`src/rtl/dengine_pkg.sv`:
```
package dengine_pkg;

   // host and datapath sizes
   localparam int DATA_W      = 32;
   localparam int DATAPATH_W  = 16;
   localparam int N_MEM       = 2;
   localparam int N_ALU       = 2;
   localparam int MEM_ADDR_W  = 5;
   localparam int HOST_ADDR_W = 7;
   localparam int SEL_W       = 3;
   localparam int CONF_WORDS  = 11;
   localparam int LEN_W       = 6;

   typedef logic signed [DATAPATH_W-1:0] data_t;
   typedef logic [HOST_ADDR_W-1:0] host_addr_t;

   // upper two host address bits
   typedef enum logic [1:0] {
      REG_MEM0,
      REG_MEM1,
      REG_CTRL,
      REG_CONF
   } region_e;

   typedef enum logic [SEL_W-1:0] {
      SRC_NONE = 3'd0,
      SRC_MEM0 = 3'd1,
      SRC_MEM1 = 3'd2,
      SRC_ALU0 = 3'd3,
      SRC_ALU1 = 3'd4
   } src_e;

   typedef enum logic [2:0] {
      ALU_ADD,
      ALU_SUB,
      ALU_AND,
      ALU_OR,
      ALU_XOR,
      ALU_MAX,
      ALU_MIN
   } alu_op_e;

   typedef struct packed {
      data_t mem0;
      data_t mem1;
      data_t alu0;
      data_t alu1;
   } data_bus_t;

   typedef struct packed {
      logic [MEM_ADDR_W-1:0] a_start;
      logic [MEM_ADDR_W-1:0] b_start;
      src_e                  b_sel;
      logic [3:0]            b_delay;
   } mem_conf_t;

   typedef struct packed {
      src_e    sel_a;
      src_e    sel_b;
      alu_op_e op;
   } alu_conf_t;

   typedef struct packed {
      mem_conf_t [N_MEM-1:0] mem;
      alu_conf_t [N_ALU-1:0] alu;
      logic [LEN_W-1:0]      len;
   } engine_conf_t;

   typedef struct packed {
      logic            valid;
      logic            we;
      host_addr_t      addr;
      logic [DATA_W-1:0] wr_data;
   } host_req_t;

   // source select shared by all units, unused codes give zero
   function automatic data_t bus_pick(data_bus_t bus, src_e sel);
      case (sel)
         SRC_MEM0: return bus.mem0;
         SRC_MEM1: return bus.mem1;
         SRC_ALU0: return bus.alu0;
         SRC_ALU1: return bus.alu1;
         default:  return '0;
      endcase
   endfunction

endpackage

```
`src/rtl/dengine_conf.sv`:
```
`timescale 1ns/1ps

module dengine_conf (
   input  logic                      rst,
   input  logic                      clk,
   input  dengine_pkg::host_req_t    host_req,
   input  logic                      run,
   output dengine_pkg::engine_conf_t shadow
);

   dengine_pkg::engine_conf_t staging;
   logic [dengine_pkg::MEM_ADDR_W-1:0] offset;
   logic [dengine_pkg::DATA_W-1:0] wd;
   logic conf_we;

   assign offset  = host_req.addr[dengine_pkg::MEM_ADDR_W-1:0];
   assign wd      = host_req.wr_data;
   assign conf_we = host_req.valid && host_req.we &&
                    host_req.addr[dengine_pkg::HOST_ADDR_W-1:dengine_pkg::MEM_ADDR_W] ==
                    dengine_pkg::REG_CONF;

   // staging words, four per memory, then one per alu, then len
   always_ff @(posedge rst or posedge clk) begin
      if (clk) begin
         staging <= '0;
      end else if (conf_we) begin
         if (int'(offset) < 4 * dengine_pkg::N_MEM) begin
            case (offset[1:0])
               2'd0: staging.mem[offset[2]].a_start <= wd[dengine_pkg::MEM_ADDR_W-1:0];
               2'd1: staging.mem[offset[2]].b_start <= wd[dengine_pkg::MEM_ADDR_W-1:0];
               2'd2: staging.mem[offset[2]].b_sel   <= dengine_pkg::src_e'(wd[2:0]);
               default: staging.mem[offset[2]].b_delay <= wd[3:0];
            endcase
         end else if (int'(offset) < dengine_pkg::CONF_WORDS - 1) begin
            staging.alu[offset[0]].sel_a <= dengine_pkg::src_e'(wd[2:0]);
            staging.alu[offset[0]].sel_b <= dengine_pkg::src_e'(wd[5:3]);
            staging.alu[offset[0]].op    <= dengine_pkg::alu_op_e'(wd[8:6]);
         end else if (int'(offset) == dengine_pkg::CONF_WORDS - 1) begin
            staging.len <= wd[dengine_pkg::LEN_W-1:0];
         end
      end
   end

   // kernel sees a frozen copy for the whole run
   always_ff @(posedge rst or posedge clk) begin
      if (clk) begin
         shadow <= '0;
      end else if (run) begin
         shadow <= staging;
      end
   end

endmodule

```
`src/rtl/dengine_mem.sv`:
```
`timescale 1ns/1ps

module dengine_mem (
   input  logic                               rst,
   input  logic                               clk,
   input  logic                               run_start,
   input  logic [dengine_pkg::LEN_W-1:0]      len,
   input  dengine_pkg::mem_conf_t             conf,
   input  logic                               host_valid,
   input  logic                               host_we,
   input  logic [dengine_pkg::MEM_ADDR_W-1:0] host_addr,
   input  dengine_pkg::data_t                 host_wdata,
   input  dengine_pkg::data_bus_t             data_bus,
   output dengine_pkg::data_t                 out,
   output logic                               done
);

   dengine_pkg::data_t ram [2**dengine_pkg::MEM_ADDR_W];

   logic host_rd;
   logic host_wr;

   // port A read stream
   logic                               a_busy;
   logic [dengine_pkg::LEN_W-1:0]      a_cnt;
   logic [dengine_pkg::LEN_W-1:0]      a_k;
   logic [dengine_pkg::LEN_W-1:0]      a_next;
   logic                               a_issue;
   logic [dengine_pkg::MEM_ADDR_W-1:0] a_addr;

   // port B delay then write stream
   logic                               b_wait;
   logic [3:0]                         b_dly;
   logic [3:0]                         b_dly_k;
   logic                               b_waiting;
   logic                               b_first;
   logic                               b_busy;
   logic [dengine_pkg::LEN_W-1:0]      b_cnt;
   logic [dengine_pkg::LEN_W-1:0]      b_k;
   logic [dengine_pkg::LEN_W-1:0]      b_next;
   logic                               b_issue;
   logic                               b_we;
   logic [dengine_pkg::MEM_ADDR_W-1:0] b_addr;
   dengine_pkg::data_t                 b_data;

   assign host_rd = host_valid & ~host_we;
   assign host_wr = host_valid & host_we;

   // first read goes out in the run_start cycle itself
   assign a_k     = run_start ? '0 : a_cnt;
   assign a_next  = a_k + 1'b1;
   assign a_issue = run_start ? (len != '0) : a_busy;
   assign a_addr  = host_rd ? host_addr : conf.a_start + a_k[dengine_pkg::MEM_ADDR_W-1:0];

   always_ff @(posedge rst or posedge clk) begin
      if (clk) begin
         a_busy <= 1'b0;
         a_cnt  <= '0;
      end else begin
         a_busy <= a_issue && (a_next != len);
         if (a_issue) begin
            a_cnt <= a_next;
         end
      end
   end

   // b_dly counts cycles since run_start
   assign b_dly_k   = run_start ? 4'd0 : b_dly;
   assign b_waiting = run_start ? (len != '0) : b_wait;
   assign b_first   = b_waiting && (b_dly_k == conf.b_delay);
   assign b_k       = b_first ? '0 : b_cnt;
   assign b_next    = b_k + 1'b1;
   assign b_issue   = b_first | (b_busy & ~run_start);
   assign b_we      = b_issue && (conf.b_sel != dengine_pkg::SRC_NONE);

   assign b_addr = host_wr ? host_addr : conf.b_start + b_k[dengine_pkg::MEM_ADDR_W-1:0];
   assign b_data = host_wr ? host_wdata : dengine_pkg::bus_pick(data_bus, conf.b_sel);

   always_ff @(posedge rst or posedge clk) begin
      if (clk) begin
         b_wait <= 1'b0;
         b_dly  <= '0;
         b_busy <= 1'b0;
         b_cnt  <= '0;
      end else begin
         b_wait <= b_waiting & ~b_first;
         b_dly  <= b_dly_k + 1'b1;
         b_busy <= b_issue && (b_next != len);
         if (b_issue) begin
            b_cnt <= b_next;
         end
      end
   end

   // port A, output register doubles as the bus word
   always_ff @(posedge rst) begin
      if (host_rd | a_issue) begin
         out <= ram[a_addr];
      end
   end

   // port B
   always_ff @(posedge rst) begin
      if (host_wr | b_we) begin
         ram[b_addr] <= b_data;
      end
   end

   // run_start counts as busy so a poll right after the run sees 0
   assign done = ~(run_start | a_busy | b_wait | b_busy);

endmodule

```
`src/rtl/dengine_alu.sv`:
```
`timescale 1ns/1ps

module dengine_alu (
   input  logic                   rst,
   input  logic                   clk,
   input  logic                   run_start,
   input  dengine_pkg::alu_conf_t conf,
   input  dengine_pkg::data_bus_t data_bus,
   output dengine_pkg::data_t     out
);

   dengine_pkg::data_t a;
   dengine_pkg::data_t b;
   dengine_pkg::data_t result;

   assign a = dengine_pkg::bus_pick(data_bus, conf.sel_a);
   assign b = dengine_pkg::bus_pick(data_bus, conf.sel_b);

   // data_t is signed so max and min compare signed
   always_comb begin
      case (conf.op)
         dengine_pkg::ALU_ADD: result = a + b;
         dengine_pkg::ALU_SUB: result = a - b;
         dengine_pkg::ALU_AND: result = a & b;
         dengine_pkg::ALU_OR:  result = a | b;
         dengine_pkg::ALU_XOR: result = a ^ b;
         dengine_pkg::ALU_MAX: result = (a > b) ? a : b;
         dengine_pkg::ALU_MIN: result = (a < b) ? a : b;
         default:              result = '0;
      endcase
   end

   always_ff @(posedge rst or posedge clk) begin
      if (clk) begin
         out <= '0;
      end else if (run_start) begin
         out <= '0;
      end else begin
         out <= result;
      end
   end

endmodule

```
`src/rtl/dengine_eng.sv`:
```
`timescale 1ns/1ps

module dengine_eng (
   input  logic                            rst,
   input  logic                            clk,
   input  dengine_pkg::host_req_t          host_req,
   input  dengine_pkg::engine_conf_t       conf,
   output logic                            run,
   output logic [dengine_pkg::DATA_W-1:0]  rd_data
);

   dengine_pkg::region_e                  region;
   logic                                  ctrl_valid;
   logic [dengine_pkg::N_MEM-1:0]         mem_valid;
   logic [dengine_pkg::N_MEM-1:0]         mem_done;
   logic                                  done;
   logic                                  run_start;
   logic                                  rd_pend;
   logic                                  rd_idx;
   dengine_pkg::data_t                    rd_word;
   dengine_pkg::data_t [dengine_pkg::N_MEM-1:0] mem_out;
   dengine_pkg::data_t [dengine_pkg::N_ALU-1:0] alu_out;
   dengine_pkg::data_bus_t                data_bus;

   assign region = dengine_pkg::region_e'(
      host_req.addr[dengine_pkg::HOST_ADDR_W-1:dengine_pkg::MEM_ADDR_W]);

   // region decode
   always_comb begin
      mem_valid  = '0;
      ctrl_valid = host_req.valid && (region == dengine_pkg::REG_CTRL);
      if (host_req.valid) begin
         case (region)
            dengine_pkg::REG_MEM0: mem_valid[0] = 1'b1;
            dengine_pkg::REG_MEM1: mem_valid[1] = 1'b1;
            default: ;
         endcase
      end
   end

   assign run = ctrl_valid & host_req.we & host_req.wr_data[0];

   // run_start and the one-cycle memory readback
   always_ff @(posedge rst or posedge clk) begin
      if (clk) begin
         run_start <= 1'b0;
         rd_pend   <= 1'b0;
         rd_idx    <= 1'b0;
      end else begin
         run_start <= run;
         rd_pend   <= (|mem_valid) & ~host_req.we;
         rd_idx    <= mem_valid[1];
      end
   end

   assign data_bus.mem0 = mem_out[0];
   assign data_bus.mem1 = mem_out[1];
   assign data_bus.alu0 = alu_out[0];
   assign data_bus.alu1 = alu_out[1];

   assign done    = &mem_done;
   assign rd_word = rd_idx ? data_bus.mem1 : data_bus.mem0;

   always_comb begin
      if (ctrl_valid && !host_req.we) begin
         rd_data = {{(dengine_pkg::DATA_W-1){1'b0}}, done};
      end else if (rd_pend) begin
         rd_data = {{(dengine_pkg::DATA_W-dengine_pkg::DATAPATH_W){rd_word[15]}}, rd_word};
      end else begin
         rd_data = '0;
      end
   end

   for (genvar i = 0; i < dengine_pkg::N_MEM; i++) begin : g_mem
      dengine_mem u_mem (
         .rst        (rst),
         .clk        (clk),
         .run_start  (run_start),
         .len        (conf.len),
         .conf       (conf.mem[i]),
         .host_valid (mem_valid[i]),
         .host_we    (host_req.we),
         .host_addr  (host_req.addr[dengine_pkg::MEM_ADDR_W-1:0]),
         .host_wdata (host_req.wr_data[dengine_pkg::DATAPATH_W-1:0]),
         .data_bus   (data_bus),
         .out        (mem_out[i]),
         .done       (mem_done[i])
      );
   end

   for (genvar i = 0; i < dengine_pkg::N_ALU; i++) begin : g_alu
      dengine_alu u_alu (
         .rst       (rst),
         .clk       (clk),
         .run_start (run_start),
         .conf      (conf.alu[i]),
         .data_bus  (data_bus),
         .out       (alu_out[i])
      );
   end

endmodule

```
`src/rtl/dengine_top.sv`:
```
`timescale 1ns/1ps

module dengine_top (
   input  logic                           rst,
   input  logic                           clk,
   input  dengine_pkg::host_req_t         host_req,
   output logic [dengine_pkg::DATA_W-1:0] rd_data
);

   logic                      run;
   dengine_pkg::engine_conf_t shadow;

   dengine_conf u_conf (
      .rst      (rst),
      .clk      (clk),
      .host_req (host_req),
      .run      (run),
      .shadow   (shadow)
   );

   dengine_eng u_eng (
      .rst      (rst),
      .clk      (clk),
      .host_req (host_req),
      .conf     (shadow),
      .run      (run),
      .rd_data  (rd_data)
   );

endmodule

```
`config.mk`:
```
export PLATFORM = sky130hd
export DESIGN_NAME = dengine_top
export DESIGN_NICKNAME = d
export VERILOG_FILES = /design/src/rtl/dengine_pkg.sv /design/src/rtl/dengine_conf.sv /design/src/rtl/dengine_mem.sv /design/src/rtl/dengine_alu.sv /design/src/rtl/dengine_eng.sv /design/src/rtl/dengine_top.sv
export SDC_FILE = /design/constraint.sdc
export NUM_CORES = 2
export LEC_CHECK = 0
export CORE_ASPECT_RATIO = 1.5
export CORE_MARGIN = 1
export CORE_UTILIZATION = 62
export CTS_BUF_LIST = sky130_fd_sc_hd__clkbuf_16
export CTS_CLUSTER_DIAMETER = 60
export DETAILED_ROUTE_END_ITERATION = 10
export DONT_BUFFER_PORTS = 1
export PLACE_DENSITY = 0.79
export SLEW_MARGIN = 20
export SYNTH_ARGS = -nofsm -noshare
export SYNTH_HDL_FRONTEND = slang
export SYNTH_HIERARCHICAL = 1
export SYNTH_SLANG_ARGS = --single-unit
export TNS_END_PERCENT = 100
```
`constraint.sdc`:
```
create_clock -name rst -period 6.97 [get_ports rst]
set_input_delay 1.0455 -clock rst [delete_from_list [all_inputs] [get_ports rst]]
set_output_delay 1.0455 -clock rst [all_outputs]
set_load 0.005 [all_outputs]
```
* After elaboration in Yosys (flattened, before gate mapping)
Memories as Yosys holds them, arrays and structs flattened. A register that Yosys moved wholly into a read port is not among the register bits.
Cells that the tools add are included.
Widths: inputs -> output; s select.
** Operators by class
- Add/subtract/negate cells :: 14
- Magnitude comparators :: 10
- Equal/unequal tests :: 48
- Muxes and demuxes :: 62
- Bitwise operators :: 37
- Reductions and logical operators :: 27
** Operators by type and width (number)
- $pmux 16 s4 :: 6
- $pmux 16 s7 :: 2
- $mux 16 :: 9
- $bwmux 34 :: 4
- $pmux 34 s3 :: 1
- $demux 17 s1 :: 4
- $mux 32 :: 2
- $bwmux 18 :: 3
- $eq 3x2->1 const B :: 16
- $eq 3x3->1 const B :: 12
- $add 16x16->16 :: 2
- $and 16x16->16 :: 2
- $gt 16x16->1 :: 2
- $lt 16x16->1 :: 2
- $or 16x16->16 :: 2
- $sub 16x16->16 :: 2
- $xor 16x16->16 :: 2
- $mux 6 :: 5
- $demux 9 s1 :: 3
- $add 6x1->6 const B :: 4
- $eq 3x1->1 const B :: 8
- $ne 6x6->1 :: 4
- $add 5x5->5 :: 4
- $mux 5 :: 4
- 29 further kinds :: 93
** Storage, ports and cells
- Register bits :: 189
- Bits in writable memories :: 1024
- Input port bits :: 43
- Output and inout bits :: 32
- Logic and storage cells :: 247
- Memories kept :: 2
** Memory list
- u_eng.g_mem[0].u_mem.ram :: depth 32, width 16, rd ports 1, clocked after memory_dff 1, write ports 1, line dengine_mem.sv:18 : dengine_pkg::data_t ram [2**dengine_pkg::MEM_ADDR_W];
- u_eng.g_mem[1].u_mem.ram :: depth 32, width 16, rd ports 1, clocked after memory_dff 1, write ports 1, line dengine_mem.sv:18

* Logic depth before layout (Yosys ltp)
- Depth in word-level cells :: 8
- Mapped depth :: 19
- Gate-level depth less buffers :: 16

* By module
The synthesis kept the hierarchy.
** By module, submodules not included
- dengine_mem at u_eng.g_mem[1].u_mem :: instances 1, cells each 1618, area an instance 23317.4 µm², seq. area each 16330.7 µm²
- dengine_mem at u_eng.g_mem[0].u_mem :: instances 1, cells each 1448, area an instance 23028.3 µm², seq. area each 16330.7 µm²
- dengine_alu at u_eng.g_alu[1].u_alu :: instances 1, cells each 637, area an instance 4615.7 µm², seq. area each 400.4 µm²
- dengine_conf :: instances 1, cells each 263, area an instance 4458.0 µm², seq. area each 2902.8 µm²
- dengine_alu at u_eng.g_alu[0].u_alu :: instances 1, cells each 611, area an instance 4453.0 µm², seq. area each 400.4 µm²
- dengine_eng :: instances 1, cells each 63, area an instance 526.8 µm², seq. area each 75.1 µm²

* Worst setup path after synthesis
Ideal clock, no wire load.
- Path type :: reg-to-reg
- Start :: register, netlist name u_conf/shadow[2]
- End :: memory u_eng/g_mem[1].u_mem/ram[18][0] in the netlist's numbering (enable)
- Library setup time :: 0.430 ns
- Data arrival time :: 4.825 ns
- Data required time :: 6.540 ns
- Setup slack :: 1.715 ns
- Stages on the path, launching flop included :: 16
- Buffers on the path :: 2
- Clock period less this slack :: 5.255 ns
- Cell sequence :: dfrtp_1 clkbuf_1 nor4_1 a31oi_1 nand2_1 and2_1 ha_1 inv_1 fa_1 nand3b_1 and3b_1 or4_1 o311ai_1 nor3_1 buf_2 nor4_1
** On the way
- Longest elaborated chain between the ends :: 8
- Elaborated cells between the ends (all ways) :: 11
- Classes of those cells :: add/sub: 1; mux: 5; bitwise: 2; reduce/logical: 3
** Ends and longest elaborated chain
- $reduce_bool 6->1 (*) :: line dengine_mem.sv:69 : assign b_waiting = run_start ? (len != '0) : b_wait;
- $mux 1 (*) :: line dengine_mem.sv:69
- $logic_and 1x1->1 (*) :: line dengine_mem.sv:70 : assign b_first = b_waiting && (b_dly_k == conf.b_delay);
- parallel branches: the longest is 5 deep, another holds $add 5x5->5
- to (decl) :: line dengine_mem.sv:18
Mark *: on every way between the ends.

* Worst setup path in the final report
- Start :: register u_eng.run_start
- End :: memory u_eng/g_mem[0].u_mem/ram[10][11] in the netlist's numbering (enable)
** On the way
- Longest elaborated chain between the ends :: 8
- Elaborated cells between the ends (all ways) :: 14
- Classes of those cells :: add/sub: 1; eq/ne: 1; mux: 6; bitwise: 4; reduce/logical: 2
** Ends and longest elaborated chain
- from (decl) :: line dengine_eng.sv:17 : logic run_start;
- from (signal assigned) :: line dengine_eng.sv:50 : run_start <= run;
- parallel branches: the longest is 8 deep, another holds $add 5x5->5
- to (decl) :: line dengine_mem.sv:18
Several ways; the timed one is not identified.

==> results.md <==
- Status: complete, no violations
- Hold WC Path Type: input pin to async pin
- Placed cells: around 5,700
- Initial antenna violation count: 3
- Cell taking the most area after synthesis: edfxtp_1
- Core Box Area: 96,200 um^2
- Place WS: 1220 ps
- Vias: around 41,000
- Sequential fraction of the synthesis area: between 60% and 70%
- Layout cells sized above 1: between 10% and 20%
- Area of the multi-input gates: approximately 22,000 um^2
- CP Launch Point: u_eng/run_start$_DFF_PP0_
- Synthesis Warnings: 6
- Top cells by area, synth: edfxtp_1 (53%), dfrtp_1 (7.8%), mux4_2 (4.4%)
- Library cells used by synthesis: roughly 120
- DP HPWL: 109 mm
- Final setup fails: 0
- End of the critical path: u_eng/g_mem[0].u_mem/ram[10][11]$_DFFE_PP_
- Postcts setup bufs: 0
- Final min period: between 5000 and 6000 ps
- Met1 Track Usage GR: 39.5%
- Commonest non-fill, non-tap cells in the layout: edfxtp_1 (1,056), nand2_1 (517), nor2_1 (285)
- Synthesis-to-layout area growth: 8.50%
- Switch share: roughly 37%
- Clk slew on worst S/H paths: around 70 ps
- Worst-Skew Late Latency: roughly 740 ps
- Area share of the largest cell type after synthesis: 52.5%
- Met2 GRT Util: 58.3%
- Initial Util: a little over three fifths
- Critical R2R Capture: u_eng/g_mem[0].u_mem/ram[10][11]$_DFFE_PP_
- Setup crit start kind: flop
- Grt met3 use: ~5.6%
- Max VDD drop: approximately 0.26 mV
- Gate Count Post-Synth: between 4,000 and 5,000
- Async SR Flop Fraction: about 15%
- Gate power share: 35.0%
- Die height: roughly 380 um
- DIE AREA: about 99,000 um^2
- Reg-to-reg startpoint: u_eng/run_start$_DFF_PP0_
- Layer carrying the most global-route usage: met2
- Number of synthesized flops with an enable pin: between 1,000 and 1,500
- CP Class: flop to flop
- Reg2reg path depth: 15
- Max incr delay on CP: about 860 ps
- Root buffer cell: clkbuf_16
- Hold Slack: about 70 ps
- Register-to-register setup slack: 1130 ps
- Largest net degree at the start of global routing: ~130
- Post-cts gate resize count: 0
- Final hold violation count: 0
- GRT overflow: 0
- CP arrival: ~6000 ps
- Layout net count: roughly 4,800
- First-pass GRT wire length: roughly 250 mm
- Final ANT Viol Nets: 0
- Power Density: 358 nW/um^2
- Sequential share of power: 39.6%
- Clock sinks: between 1,000 and 1,500
- DP Area: between 60,000 and 70,000 um^2
- Finished Core Util: 68.1%
- Detailed Routing Iterations Pass 1: 9
- Vias/cell: between 6 and 7
- Crit. End Element: flop
- Max frequency: between 0.15 and 0.2 GHz
- GRT Overall Usage: 34.2%
- Post-synthesis register bit count: approximately 1,200
- Iter 0 DRT Violations: about 5,200
- Syn Std Cell Area: about 60,000 um^2
- Req. time, crit path: 7300 ps
- Syn_nets: ~4,800
- Longest Clk Path Bufs: 3
- Pwr Total: between 20 and 25 mW
- Relative slew slack: roughly a fifth
- DRC Markers: 0
- Max-cap viol count: 0
- Psw: approximately 8.6 mW
- Setup slack after layout: 1130 ps
- Mean post-synth cell area: ~13 um^2
- Fillers: around 6,400
- Most used DFF post-synth: edfxtp_1
- Cell row count: between 100 and 150
- CTS tree: done
- Clock network power share: 25.4%
- Int Pwr: ~15 mW
- Slew at the pin closest to its max-slew limit: 1200 ps
- Post-Route WL: ~170 mm
- IO Pins: 75
- WL/cell: approximately 29 um
- TNS Setup: 0 ps
- Commonest non-fill, non-tap cell in the layout: edfxtp_1
- Hold buffer count at CTS: 0
- Fin area: approximately 66,000 um^2
- CTS H-Tree Depth: 3
- Final Max Slew Viols: 0
- Slowest CP cell: a21oi_2
- Worst path cell trace: o21ba_2 -> nor3_1 -> a2bb2o_1 -> nor2_1 -> nor2_1 -> ha_1 -> inv_1 -> fa_1 -> o21ba_2 -> or4_1 -> nand3_1 -> a211oi_1 -> and4bb_1 -> nand2_1 -> a21oi_2
- Reg area: roughly 36,000 um^2
- Die width: around 260 um
- Crit path max fanout: 36
- Static leakage: roughly 24 nW
- Vias in the first global route: between 40,000 and 50,000
- Gpl congestion: 1.00
- Worst Skew: 38.2 ps
- Fin cells: between 5,000 and 6,000
- Setup repair after global routing missed its margin: no
- TritonCTS Buffers: approximately 110
- Fin crit share: around 84%
- IO buf count: 0
## kinds of logic (layout without fill, tap and decap cells)
| kind of cell | after synthesis | in the layout | synth area share, % |
|---|---|---|---|
| fa+ha+maj | 126 | 126 | 2.71 |
| buf+inv | 437 | 476 | 3.33 |
| other cells | 0 | 1 | 0 |
| xor+xnor | 69 | 69 | 1.00 |
| simple gates | 1204 | 1204 | 9.25 |
| flops | 1245 | 1245 | 60.3 |
| mux | 496 | 496 | 11.2 |
| compound gates | 1063 | 1063 | 12.2 |
## area by class of cell
| type | count | share of cell area [%] |
|---|---|---|
| diodes | 1 | 0.00382 |
| clock buffers | 111 | 4.24 |
| clock inverters | 91 | 1.16 |
| inverters | 127 | 0.731 |
| multi-input cells | 2958 | 34.0 |
| flip-flops and latches | 1245 | 55.6 |
| well taps | 1269 | 2.42 |
| repair buffers | 147 | 1.82 |
## registers in the layout, indices dropped and copies added, names as in the netlist, 2 cells and up
register	flops
u_eng/g_mem.u_mem/b_busy	2
u_eng/g_mem.u_mem/a_cnt	12
u_eng/g_mem.u_mem/out	32
u_eng/g_mem.u_mem/b_dly	8
u_eng/g_mem.u_mem/a_busy	2
u_eng/g_mem.u_mem/b_wait	2
u_eng/g_alu.u_alu/out	32
u_eng/g_mem.u_mem/ram	1024
u_eng/g_mem.u_mem/b_cnt	12
u_conf/staging	58
u_conf/shadow	58
## power groups by stage
stage / logic, mW / clock network [mW] / registers (mW)
floorplan: 5.82 / 0 / 9.03
global placement: 7.74 / 0 / 9.37
detailed placement: 7.94 / 0 / 9.38
CTS: 8.03 / 6.02 / 9.23
global route: 8.69 / 6.27 / 9.29
finish: 8.22 / 5.97 / 9.29
## worst max-delay path, delay by kind of cell, from the launching register on
family / cells / cell delay (ps)
and+or+nand+nor: 7 / 2450
AOI/OAI and AO/OA: 5 / 1730
DFF: 1 / 720
adders and majority gates: 2 / 460
buffers and inverters: 1 / 70
## how the worst min path moves through the flow
stage | to | slack (ps)
after floorplan | u_eng/g_mem[0].u_mem/b_cnt[1]$_DFFE_PP0P_ | 470
after global placement | u_conf/shadow[1]$_DFFE_PP0P_ | 480
after detailed placement | u_conf/staging[32]$_DFFE_PP0P_ | 490
after CTS | u_eng/rd_pend$_DFF_PP0_ | 30
after global routing | u_eng/rd_idx$_DFF_PP0_ | 60
final | u_eng/rd_pend$_DFF_PP0_ | 70
## synthesized netlist by cell type (11+ instances only)
master / n
a211oi_1: 66
o211ai_1: 44
o31a_1: 12
nand3b_1: 16
buf_1: 20
nor2_1: 288
nand2_1: 519
a21o_1: 27
o22ai_1: 78
o22a_1: 43
nor2b_1: 44
nand4_1: 13
a22oi_1: 96
a31oi_1: 59
xor2_1: 32
and2_0: 23
a22o_1: 12
or3_1: 16
buf_2: 66
a221o_1: 22
buf_6: 17
o21a_1: 12
o21ai_0: 85
edfxtp_1: 1056
inv_1: 123
a21oi_1: 303
nand2b_1: 32
a221oi_1: 56
xnor2_1: 37
nand3_1: 106
mux2i_1: 149
nor4_1: 12
nor3_1: 28
mux2_2: 223
mux4_2: 118
clkbuf_1: 164
and2_1: 25
a311oi_1: 18
a211o_1: 11
dfrtp_1: 189
ha_1: 118
buf_4: 43
and3_1: 13
## routing by layer
layer | wire [um] | part of all wire [%] | up-vias
met3 | 15100 | 8.8 | 691
met4 | 13100 | 7.7 | 2
li1 | - | - | 17600
met5 | 16 | 0.0094 | -
met2 | 84900 | 50 | 2569
met1 | 57300 | 34 | 20300
Power figures use the tool's default switching activity.
